File: config.mk
export PLATFORM = sky130hd
export DESIGN_NAME = mipsPipeline
export DESIGN_NICKNAME = d
export VERILOG_FILES = /design/src/verilog/mipsPkg.sv /design/src/verilog/pipeIf.sv /design/src/verilog/opcodeControl.sv /design/src/verilog/operandFetch.sv /design/src/verilog/aluExecute.sv /design/src/verilog/memAccess.sv /design/src/verilog/mipsPipeline.sv
export VERILOG_INCLUDE_DIRS = /design/src /design/src/verilog
export SDC_FILE = /design/constraint.sdc
export NUM_CORES = 2
export LEC_CHECK = 0
export BUFFER_PORTS_ARGS = -buffer_cell sky130_fd_sc_hd__buf_2
export CAP_MARGIN = 20
export CORE_MARGIN = 8
export CORE_UTILIZATION = 40
export CTS_BUF_LIST = sky130_fd_sc_hd__clkbuf_4
export DETAILED_ROUTE_END_ITERATION = 12
export HOLD_SLACK_MARGIN = 0.02
export RECOVER_POWER = 50
export SYNTH_ARGS = -nofsm -noshare
export SYNTH_HDL_FRONTEND = slang
export SYNTH_HIERARCHICAL = 1
export SYNTH_SLANG_ARGS = --single-unit
File: constraint.sdc
create_clock -name clk -period 18 [get_ports clk]
set_input_delay 2.7 -clock clk [delete_from_list [all_inputs] [get_ports clk]]
set_output_delay 2.7 -clock clk [all_outputs]
set_load 0.03 [all_outputs]
File: src/verilog/mips_config.svh
`ifndef MIPS_CONFIG_SVH
`define MIPS_CONFIG_SVH

// data memory word address width, 64 words
`define DMEM_ADDR_BITS 6

// architectural register count
`define REG_COUNT 32

`endif

File: src/verilog/mipsPkg.sv
`default_nettype none

package mipsPkg;

    typedef enum logic [5:0] {
        RType = 6'h00,
        J     = 6'h02,
        BEQ   = 6'h04,
        BNE   = 6'h05,
        LW    = 6'h23,
        SW    = 6'h2b
    } opcodeT;

    typedef enum logic [5:0] {
        JR   = 6'h08,
        ADD  = 6'h20,
        ADDU = 6'h21,
        SUB  = 6'h22,
        SUBU = 6'h23,
        AND  = 6'h24,
        OR   = 6'h25,
        SLT  = 6'h2a
    } functT;

    // add for load/store, sub for branches, funct field for R-type
    typedef enum logic [1:0] {
        OpAdd   = 2'b00,
        OpSub   = 2'b01,
        OpFunct = 2'b10
    } aluOpT;

    typedef enum logic [2:0] {
        FnNop = 3'd0,
        FnAdd = 3'd1,
        FnSub = 3'd2,
        FnAnd = 3'd3,
        FnOr  = 3'd4,
        FnSlt = 3'd5
    } aluFnT;

    typedef struct packed {
        logic [5:0] opcode;
        logic [4:0] rs;
        logic [4:0] rt;
        logic [4:0] rd;
        logic [4:0] shamt;
        logic [5:0] funct;
    } rFmtT;

    typedef struct packed {
        logic [5:0]  opcode;
        logic [4:0]  rs;
        logic [4:0]  rt;
        logic [15:0] imm;
    } iFmtT;

    typedef struct packed {
        logic [5:0]  opcode;
        logic [25:0] index;
    } jFmtT;

    // one instruction word, three field layouts
    typedef union packed {
        rFmtT r;
        iFmtT i;
        jFmtT j;
    } instrWordT;

    typedef struct packed {
        logic        regWrite;
        logic        memRead;
        logic        memWrite;
        logic        branch;
        logic        branchNe;
        logic        jump;
        logic        jumpRegister;
        aluFnT       aluFn;
        logic [4:0]  rs;
        logic [4:0]  rt;
        logic [4:0]  dest;
        // sign-extended imm16, or the zero-extended index for j
        logic [31:0] imm;
    } decodedT;

    typedef struct packed {
        decodedT     dec;
        logic [31:0] opA;
        logic [31:0] opB;
    } operandT;

    typedef struct packed {
        logic        regWrite;
        logic        memRead;
        logic        memWrite;
        logic [4:0]  dest;
        logic [31:0] aluResult;
        logic [31:0] storeData;
        logic        taken;
        logic [31:0] target;
    } executeT;

    typedef struct packed {
        logic        regWrite;
        logic [4:0]  dest;
        logic [31:0] value;
        logic        memWrite;
        logic [31:0] addr;
        logic        taken;
        logic [31:0] target;
    } writebackT;

endpackage

`default_nettype wire

File: src/verilog/pipeIf.sv
`default_nettype none

// valid/ready link between two pipeline stages
interface pipeIf #(
    parameter type T = logic
);
    logic        valid;
    logic        ready;
    logic [31:0] pc;
    T            data;

    modport src (
        output valid,
        output pc,
        output data,
        input  ready
    );

    modport dst (
        input  valid,
        input  pc,
        input  data,
        output ready
    );

endinterface

`default_nettype wire

File: src/verilog/opcodeControl.sv
`default_nettype none

module opcodeControl (
    input  logic        clk,
    input  logic        arstN,
    input  logic        instrValid,
    input  logic [31:0] instrPc,
    input  logic [31:0] instrWord,
    output logic        instrReady,
    pipeIf.src          down
);
    mipsPkg::instrWordT iw;
    logic               isR;
    logic               isJ;
    logic               isJr;
    logic               isBeq;
    logic               isBne;
    logic               isLw;
    logic               isSw;
    logic               fnKnown;
    mipsPkg::aluFnT     fnFromFunct;
    mipsPkg::aluOpT     aluOp;
    mipsPkg::decodedT   dec;
    logic               accept;

    assign iw = instrWord;

    // one-hot instruction class
    always_comb begin
        isR   = 1'b0;
        isJ   = 1'b0;
        isBeq = 1'b0;
        isBne = 1'b0;
        isLw  = 1'b0;
        isSw  = 1'b0;
        case (iw.r.opcode)
            mipsPkg::RType: isR = 1'b1;
            mipsPkg::J:     isJ = 1'b1;
            mipsPkg::BEQ:   isBeq = 1'b1;
            mipsPkg::BNE:   isBne = 1'b1;
            mipsPkg::LW:    isLw = 1'b1;
            mipsPkg::SW:    isSw = 1'b1;
            default:        ;
        endcase
    end

    // funct field, only meaningful for R-type
    always_comb begin
        isJr        = 1'b0;
        fnKnown     = 1'b1;
        fnFromFunct = mipsPkg::FnNop;
        case (iw.r.funct)
            mipsPkg::ADD,
            mipsPkg::ADDU: fnFromFunct = mipsPkg::FnAdd;
            mipsPkg::SUB,
            mipsPkg::SUBU: fnFromFunct = mipsPkg::FnSub;
            mipsPkg::AND:  fnFromFunct = mipsPkg::FnAnd;
            mipsPkg::OR:   fnFromFunct = mipsPkg::FnOr;
            mipsPkg::SLT:  fnFromFunct = mipsPkg::FnSlt;
            mipsPkg::JR: begin
                isJr    = isR;
                fnKnown = 1'b0;
            end
            default: fnKnown = 1'b0;
        endcase
    end

    always_comb begin
        case (iw.r.opcode)
            mipsPkg::RType: aluOp = mipsPkg::OpFunct;
            mipsPkg::BEQ,
            mipsPkg::BNE:   aluOp = mipsPkg::OpSub;
            default:        aluOp = mipsPkg::OpAdd;
        endcase
    end

    always_comb begin
        dec.regWrite     = (isR && fnKnown) || isLw;
        dec.memRead      = isLw;
        dec.memWrite     = isSw;
        dec.branch       = isBeq;
        dec.branchNe     = isBne;
        dec.jump         = isJ;
        dec.jumpRegister = isJr;
        case (aluOp)
            mipsPkg::OpSub:   dec.aluFn = mipsPkg::FnSub;
            mipsPkg::OpFunct: dec.aluFn = fnFromFunct;
            default:          dec.aluFn = mipsPkg::FnAdd;
        endcase
        dec.rs = iw.r.rs;
        dec.rt = iw.r.rt;
        // rd for R-type, rt for loads, nothing else writes
        if (isR && fnKnown) begin
            dec.dest = iw.r.rd;
        end else if (isLw) begin
            dec.dest = iw.i.rt;
        end else begin
            dec.dest = 5'd0;
        end
        if (isJ) begin
            dec.imm = {6'd0, iw.j.index};
        end else begin
            dec.imm = {{16{iw.i.imm[15]}}, iw.i.imm};
        end
    end

    assign instrReady = !down.valid || down.ready;
    assign accept     = instrValid && instrReady;

    always_ff @(posedge clk or negedge arstN) begin
        if (!arstN) begin
            down.valid <= 1'b0;
        end else if (instrReady) begin
            down.valid <= instrValid;
        end
    end

    always_ff @(posedge clk) begin
        if (accept) begin
            down.data <= dec;
            down.pc   <= instrPc;
        end
    end

endmodule

`default_nettype wire

File: src/verilog/operandFetch.sv
`default_nettype none

`include "mips_config.svh"

module operandFetch (
    input  logic        clk,
    input  logic        arstN,
    pipeIf.dst          up,
    pipeIf.src          down,
    input  logic        wbEnable,
    input  logic [4:0]  wbDest,
    input  logic [31:0] wbValue
);
    logic [31:0]            regFile [`REG_COUNT];
    logic [`REG_COUNT-1:0]  pending;
    logic [`REG_COUNT-1:0]  setMask;
    logic [`REG_COUNT-1:0]  clrMask;
    logic                   useRs;
    logic                   useRt;
    logic                   hazard;
    logic                   stageReady;
    logic                   accept;
    logic [31:0]            rsValue;
    logic [31:0]            rtValue;
    mipsPkg::operandT       opnd;

    // j carries its index in the rs/rt bits
    assign useRs = !up.data.jump;
    assign useRt = (up.data.regWrite && !up.data.memRead) || up.data.memWrite
                   || up.data.branch || up.data.branchNe;

    // sources wait for their writer, a second writer waits for the first
    assign hazard = (useRs && pending[up.data.rs])
                    || (useRt && pending[up.data.rt])
                    || (up.data.regWrite && pending[up.data.dest]);

    assign stageReady = !down.valid || down.ready;
    assign up.ready   = stageReady && !hazard;
    assign accept     = up.valid && up.ready;

    // r0 always reads zero
    assign rsValue = (up.data.rs == 5'd0) ? 32'd0 : regFile[up.data.rs];
    assign rtValue = (up.data.rt == 5'd0) ? 32'd0 : regFile[up.data.rt];

    always_comb begin
        opnd.dec = up.data;
        opnd.opA = rsValue;
        opnd.opB = rtValue;
    end

    always_comb begin
        setMask = '0;
        clrMask = '0;
        if (accept && up.data.regWrite && up.data.dest != 5'd0) begin
            setMask[up.data.dest] = 1'b1;
        end
        if (wbEnable) begin
            clrMask[wbDest] = 1'b1;
        end
    end

    always_ff @(posedge clk or negedge arstN) begin
        if (!arstN) begin
            pending <= '0;
            for (int i = 0; i < `REG_COUNT; i++) begin
                regFile[i] <= 32'd0;
            end
        end else begin
            pending <= (pending & ~clrMask) | setMask;
            if (wbEnable) begin
                regFile[wbDest] <= wbValue;
            end
        end
    end

    // a stalled instruction leaves a bubble behind it
    always_ff @(posedge clk or negedge arstN) begin
        if (!arstN) begin
            down.valid <= 1'b0;
        end else if (stageReady) begin
            down.valid <= up.valid && !hazard;
        end
    end

    always_ff @(posedge clk) begin
        if (accept) begin
            down.data <= opnd;
            down.pc   <= up.pc;
        end
    end

endmodule

`default_nettype wire

File: src/verilog/aluExecute.sv
`default_nettype none

module aluExecute (
    input  logic clk,
    input  logic arstN,
    pipeIf.dst   up,
    pipeIf.src   down
);
    mipsPkg::decodedT dec;
    logic [31:0]      opA;
    logic [31:0]      opB;
    logic [31:0]      srcB;
    logic [31:0]      pcPlus4;
    logic [31:0]      aluResult;
    logic [31:0]      target;
    logic             zero;
    logic             taken;
    logic             accept;
    mipsPkg::executeT ex;

    assign dec     = up.data.dec;
    assign opA     = up.data.opA;
    assign opB     = up.data.opB;
    assign pcPlus4 = up.pc + 32'd4;

    // loads and stores add the offset to the base
    assign srcB = (dec.memRead || dec.memWrite) ? dec.imm : opB;

    always_comb begin
        case (dec.aluFn)
            mipsPkg::FnAdd: aluResult = opA + srcB;
            mipsPkg::FnSub: aluResult = opA - srcB;
            mipsPkg::FnAnd: aluResult = opA & srcB;
            mipsPkg::FnOr:  aluResult = opA | srcB;
            mipsPkg::FnSlt: aluResult = {31'd0, $signed(opA) < $signed(srcB)};
            default:        aluResult = 32'd0;
        endcase
    end

    assign zero  = (aluResult == 32'd0);
    assign taken = (dec.branch && zero) || (dec.branchNe && !zero)
                   || dec.jump || dec.jumpRegister;

    always_comb begin
        if (dec.jumpRegister) begin
            target = opA;
        end else if (dec.jump) begin
            target = {pcPlus4[31:28], dec.imm[25:0], 2'b00};
        end else if (dec.branch || dec.branchNe) begin
            target = pcPlus4 + {dec.imm[29:0], 2'b00};
        end else begin
            target = 32'd0;
        end
    end

    always_comb begin
        ex.regWrite  = dec.regWrite;
        ex.memRead   = dec.memRead;
        ex.memWrite  = dec.memWrite;
        ex.dest      = dec.dest;
        ex.aluResult = aluResult;
        ex.storeData = opB;
        ex.taken     = taken;
        ex.target    = target;
    end

    assign up.ready = !down.valid || down.ready;
    assign accept   = up.valid && up.ready;

    always_ff @(posedge clk or negedge arstN) begin
        if (!arstN) begin
            down.valid <= 1'b0;
        end else if (up.ready) begin
            down.valid <= up.valid;
        end
    end

    always_ff @(posedge clk) begin
        if (accept) begin
            down.data <= ex;
            down.pc   <= up.pc;
        end
    end

endmodule

`default_nettype wire

File: src/verilog/memAccess.sv
`default_nettype none

`include "mips_config.svh"

module memAccess (
    input  logic        clk,
    input  logic        arstN,
    pipeIf.dst          up,
    output logic        resultValid,
    input  logic        resultReady,
    output logic [31:0] resultPc,
    output logic        resultRegWrite,
    output logic [4:0]  resultDest,
    output logic [31:0] resultValue,
    output logic        resultMemWrite,
    output logic [31:0] resultAddr,
    output logic        resultTaken,
    output logic [31:0] resultTarget,
    output logic        wbEnable,
    output logic [4:0]  wbDest,
    output logic [31:0] wbValue
);
    logic [31:0]                dmem [2**`DMEM_ADDR_BITS];
    logic [`DMEM_ADDR_BITS-1:0] wordAddr;
    logic                       accept;
    logic                       isMem;
    mipsPkg::executeT           ex;
    mipsPkg::writebackT         rec;
    mipsPkg::writebackT         recQ;

    assign ex       = up.data;
    assign wordAddr = ex.aluResult[`DMEM_ADDR_BITS+1:2];
    assign isMem    = ex.memRead || ex.memWrite;

    assign up.ready = !resultValid || resultReady;
    assign accept   = up.valid && up.ready;

    always_comb begin
        rec.regWrite = ex.regWrite;
        rec.dest     = ex.dest;
        if (!ex.regWrite) begin
            rec.value = 32'd0;
        end else if (ex.memRead) begin
            rec.value = dmem[wordAddr];
        end else begin
            rec.value = ex.aluResult;
        end
        rec.memWrite = ex.memWrite;
        rec.addr     = isMem ? ex.aluResult : 32'd0;
        rec.taken    = ex.taken;
        rec.target   = ex.target;
    end

    always_ff @(posedge clk) begin
        if (accept && ex.memWrite) begin
            dmem[wordAddr] <= ex.storeData;
        end
    end

    always_ff @(posedge clk or negedge arstN) begin
        if (!arstN) begin
            resultValid <= 1'b0;
        end else if (up.ready) begin
            resultValid <= up.valid;
        end
    end

    always_ff @(posedge clk) begin
        if (accept) begin
            recQ     <= rec;
            resultPc <= up.pc;
        end
    end

    assign resultRegWrite = recQ.regWrite;
    assign resultDest     = recQ.dest;
    assign resultValue    = recQ.value;
    assign resultMemWrite = recQ.memWrite;
    assign resultAddr     = recQ.addr;
    assign resultTaken    = recQ.taken;
    assign resultTarget   = recQ.target;

    // register write retires with the result transfer, r0 dropped
    assign wbEnable = resultValid && resultReady && recQ.regWrite && recQ.dest != 5'd0;
    assign wbDest   = recQ.dest;
    assign wbValue  = recQ.value;

endmodule

`default_nettype wire

File: src/verilog/mipsPipeline.sv
`default_nettype none

module mipsPipeline (
    input  logic        clk,
    input  logic        arstN,
    input  logic        instrValid,
    output logic        instrReady,
    input  logic [31:0] instrPc,
    input  logic [31:0] instrWord,
    output logic        resultValid,
    input  logic        resultReady,
    output logic [31:0] resultPc,
    output logic        resultRegWrite,
    output logic [4:0]  resultDest,
    output logic [31:0] resultValue,
    output logic        resultMemWrite,
    output logic [31:0] resultAddr,
    output logic        resultTaken,
    output logic [31:0] resultTarget
);
    logic        wbEnable;
    logic [4:0]  wbDest;
    logic [31:0] wbValue;

    pipeIf #(.T(mipsPkg::decodedT)) decIf ();
    pipeIf #(.T(mipsPkg::operandT)) opIf ();
    pipeIf #(.T(mipsPkg::executeT)) exIf ();

    opcodeControl decode0 (
        .clk        (clk),
        .arstN      (arstN),
        .instrValid (instrValid),
        .instrPc    (instrPc),
        .instrWord  (instrWord),
        .instrReady (instrReady),
        .down       (decIf.src)
    );

    // register read, stalls on pending writes
    operandFetch fetch0 (
        .clk      (clk),
        .arstN    (arstN),
        .up       (decIf.dst),
        .down     (opIf.src),
        .wbEnable (wbEnable),
        .wbDest   (wbDest),
        .wbValue  (wbValue)
    );

    aluExecute execute0 (
        .clk   (clk),
        .arstN (arstN),
        .up    (opIf.dst),
        .down  (exIf.src)
    );

    memAccess mem0 (
        .clk            (clk),
        .arstN          (arstN),
        .up             (exIf.dst),
        .resultValid    (resultValid),
        .resultReady    (resultReady),
        .resultPc       (resultPc),
        .resultRegWrite (resultRegWrite),
        .resultDest     (resultDest),
        .resultValue    (resultValue),
        .resultMemWrite (resultMemWrite),
        .resultAddr     (resultAddr),
        .resultTaken    (resultTaken),
        .resultTarget   (resultTarget),
        .wbEnable       (wbEnable),
        .wbDest         (wbDest),
        .wbValue        (wbValue)
    );

endmodule

`default_nettype wire

==> flow_summary.toml <==
[route]
finalWirelength_um = 577000
routed_wire_length_per_instance_um = 34.9
route.detailed.drc = 0
detail_route.iter0.violations = 13027
dr_total_vias = 103456
first_pass_iters = 7
via_per_inst = 6.25
antenna_violating_nets_post_route = 0

[clocking]
ctsRootBufferMaster = "sky130_fd_sc_hd__clkbuf_4"
htree_depth = 6
clkTransAtPathRegs_ns = 0.07
cts_num_sinks = 3608
clock_tree_from_tritoncts = "yes"
cts_max_path_buffers = 4
clock_latency_ns = 1.81
post_cts.resized_instances = 0
cts_setup_buffers = 0
post_cts_hold_buffer_count = 0
cts_buffer_count = 909

[power]
p_per_area_nw_per_um2 = 180
leakage_nw = 67.1
report.power.total_mw = 32.3
peakVddDrop_mv = 0.128

[hold_path]
hold_depth = 0
holdCritPathClass = "reg2reg"
hold_path_end = "fetch0/down.pc[18]"
worstHoldStart = "decode0/down.pc[18]"

[status]
failing_checks = "max-capacitance violations, max-slew violations"
result_of_the_run = "finished with violations"

[timing]
setup_violations = 0
slew_headroom_pct = -319
clock_skew_ns = 0.295
max_freq_mhz = 87.5
final_hold_viol_count = 0
fin_setup_tns_ns = 0
final.min_clock_period_ns = 11.42
layout_worst_path_cycle_share_pct = 63.5
count_of_pins_over_their_slew_limit = 3509
worst_slew_pin_slew_ns = 6.29
rsz0062_at_grt = "no"

[setup_path]
ff2ff_path_depth = 9
setup.reg_to_reg.worst_slack_ns = 8.99
crit_path_max_fanout = 112
crit_arrival_ns = 12.99
critPathLaunchType = "input port"
critical_path_class = "in2async"
timing.critical_path.to_type = "asynchronous set/reset pin"
r2r-start = "execute0/down.data[67]"
cp.required_ns = 19.56
critical_path.reg2reg.endpoint = "mem0/dmem[24][27]"

[final_layout]
area_growth_syn_to_layout_pct = 11.9
final_layout_size_suffix_gt1_share_pct = 35.4
mostFrequentLayoutCells = "sky130_fd_sc_hd__edfxtp_1, sky130_fd_sc_hd__clkbuf_4, sky130_fd_sc_hd__mux2_2, sky130_fd_sc_hd__dfrtp_1, sky130_fd_sc_hd__mux4_2"
nets_finish = 10767
finalInstanceArea_um2 = 179000
cell_count_final_fillers_out = 16562
leading_cell_type_in_the_layout_fill_and_taps_excluded = "sky130_fd_sc_hd__edfxtp_1"
post-route-util_pct = 44.9

[synth]
yosysWarnings = 6
mappedNetlistNets = 10084
netlist_area_um2 = 160000
syn-instance-count = 9873
syn-mean-instance-area_um2 = 16.2

[floorplanning]
start_util_pct = 40.1
chipHeight_um = 649
die_x_um = 649
placement_rows = 232
dieArea_um2 = 421000
core_area_um2 = 399000
boundaryPins = 206

[grt]
gr-usage-all-layers_pct = 26.4
antenna_found_initial = 69
grt_max_degree = 189
grt_first_pass_wirelength_um = 800000
first_global_vias = 103113
global_route.overflow_total = 0

[run]
max_cap_viol = 70

[placed_design]
gpl.final_weighted_congestion = 0.920
number_of_placed_instances_taps_included = 14897
post_dp_area_um2 = 168000
dp_hpwl_um = 342000
buffer_ports.inserted = 205
==> report_power, final <==
part	internal (mW)	switching [mW]	total [mW]
logic	4.00	9.11	13.1
registers	11.2	0.997	12.2
clock network	3.56	3.45	7.01
==> per-stage QoR <==
stage | hold slack [ns] | worst slack (ns)
final | 0.283 | 6.58
after global routing | 0.352 | 4.72
after CTS | 0.339 | 9.55
after detailed placement | 0.405 | 11.05
after global placement | 0.402 | 10.98
after floorplan | 0.400 | 0.444
==> worst max path at each step <==
stage                     startpoint                     end  slack [ns]  depth (start not counted)
3_3_place_gp   fetch0/down.data[118]  execute0/down.data[32]       10.98                         17
5_1_grt                        arstN     fetch0/regFile[563]        4.72                          6
2_1_floorplan            resultReady     fetch0/down.data[0]        0.44                          4
3_5_place_dp   fetch0/down.data[118]  execute0/down.data[32]       11.05                         17
4_1_cts        decode0/down.data[37]              instrReady        9.55                         10
6_report                       arstN     fetch0/regFile[631]        6.58                          6
==> state kept, by name, summed over array words and instances, names as in the netlist <==
signal               count
decode0/down.data       52
mem0/resultMemWrite      1
mem0/resultTaken         1
fetch0/regFile        1024
mem0/resultValid         1
execute0/down.pc        32
mem0/resultRegWrite      1
mem0/resultPc           32
execute0/down.data     105
mem0/resultAddr         32
execute0/down.valid      1
fetch0/down.data       111
mem0/resultDest          5
mem0/resultTarget       32
mem0/resultValue        32
mem0/dmem             2048
decode0/down.pc         32
fetch0/pending          32
decode0/down.valid       1
fetch0/down.pc          32
fetch0/down.valid        1
==> worst max-delay path, cell delays in order <==
cell and delay [ns]:
sky130_fd_sc_hd__clkbuf_1 4.30, sky130_fd_sc_hd__clkbuf_1 0.73, sky130_fd_sc_hd__clkbuf_1 2.63, sky130_fd_sc_hd__buf_4 0.75
sky130_fd_sc_hd__buf_4 0.81, sky130_fd_sc_hd__buf_4 0.85
==> cell type report <==
class,count,area (um2)
fillers,35019,220000
flip-flops and latches,3608,103000
multi-input cells,5312,53600
clock buffers,1319,9900
well taps,5265,6590
repair buffers,591,3940
clock inverters,301,1750
inverters,134,513
diodes,32,80.1
==> per-layer routing <==
| layer | share of wire (%) | track usage, % | vias up |
|---|---|---|---|
| met5 | 0.044 | 0 | - |
| met4 | 5.7 | 13.3 | 42 |
| met3 | 10 | 6.84 | 1436 |
| met2 | 45 | 41.0 | 6344 |
| met1 | 38 | 34.2 | 54037 |
| li1 | - | - | 41597 |
Power figures use the tool's default switching activity.
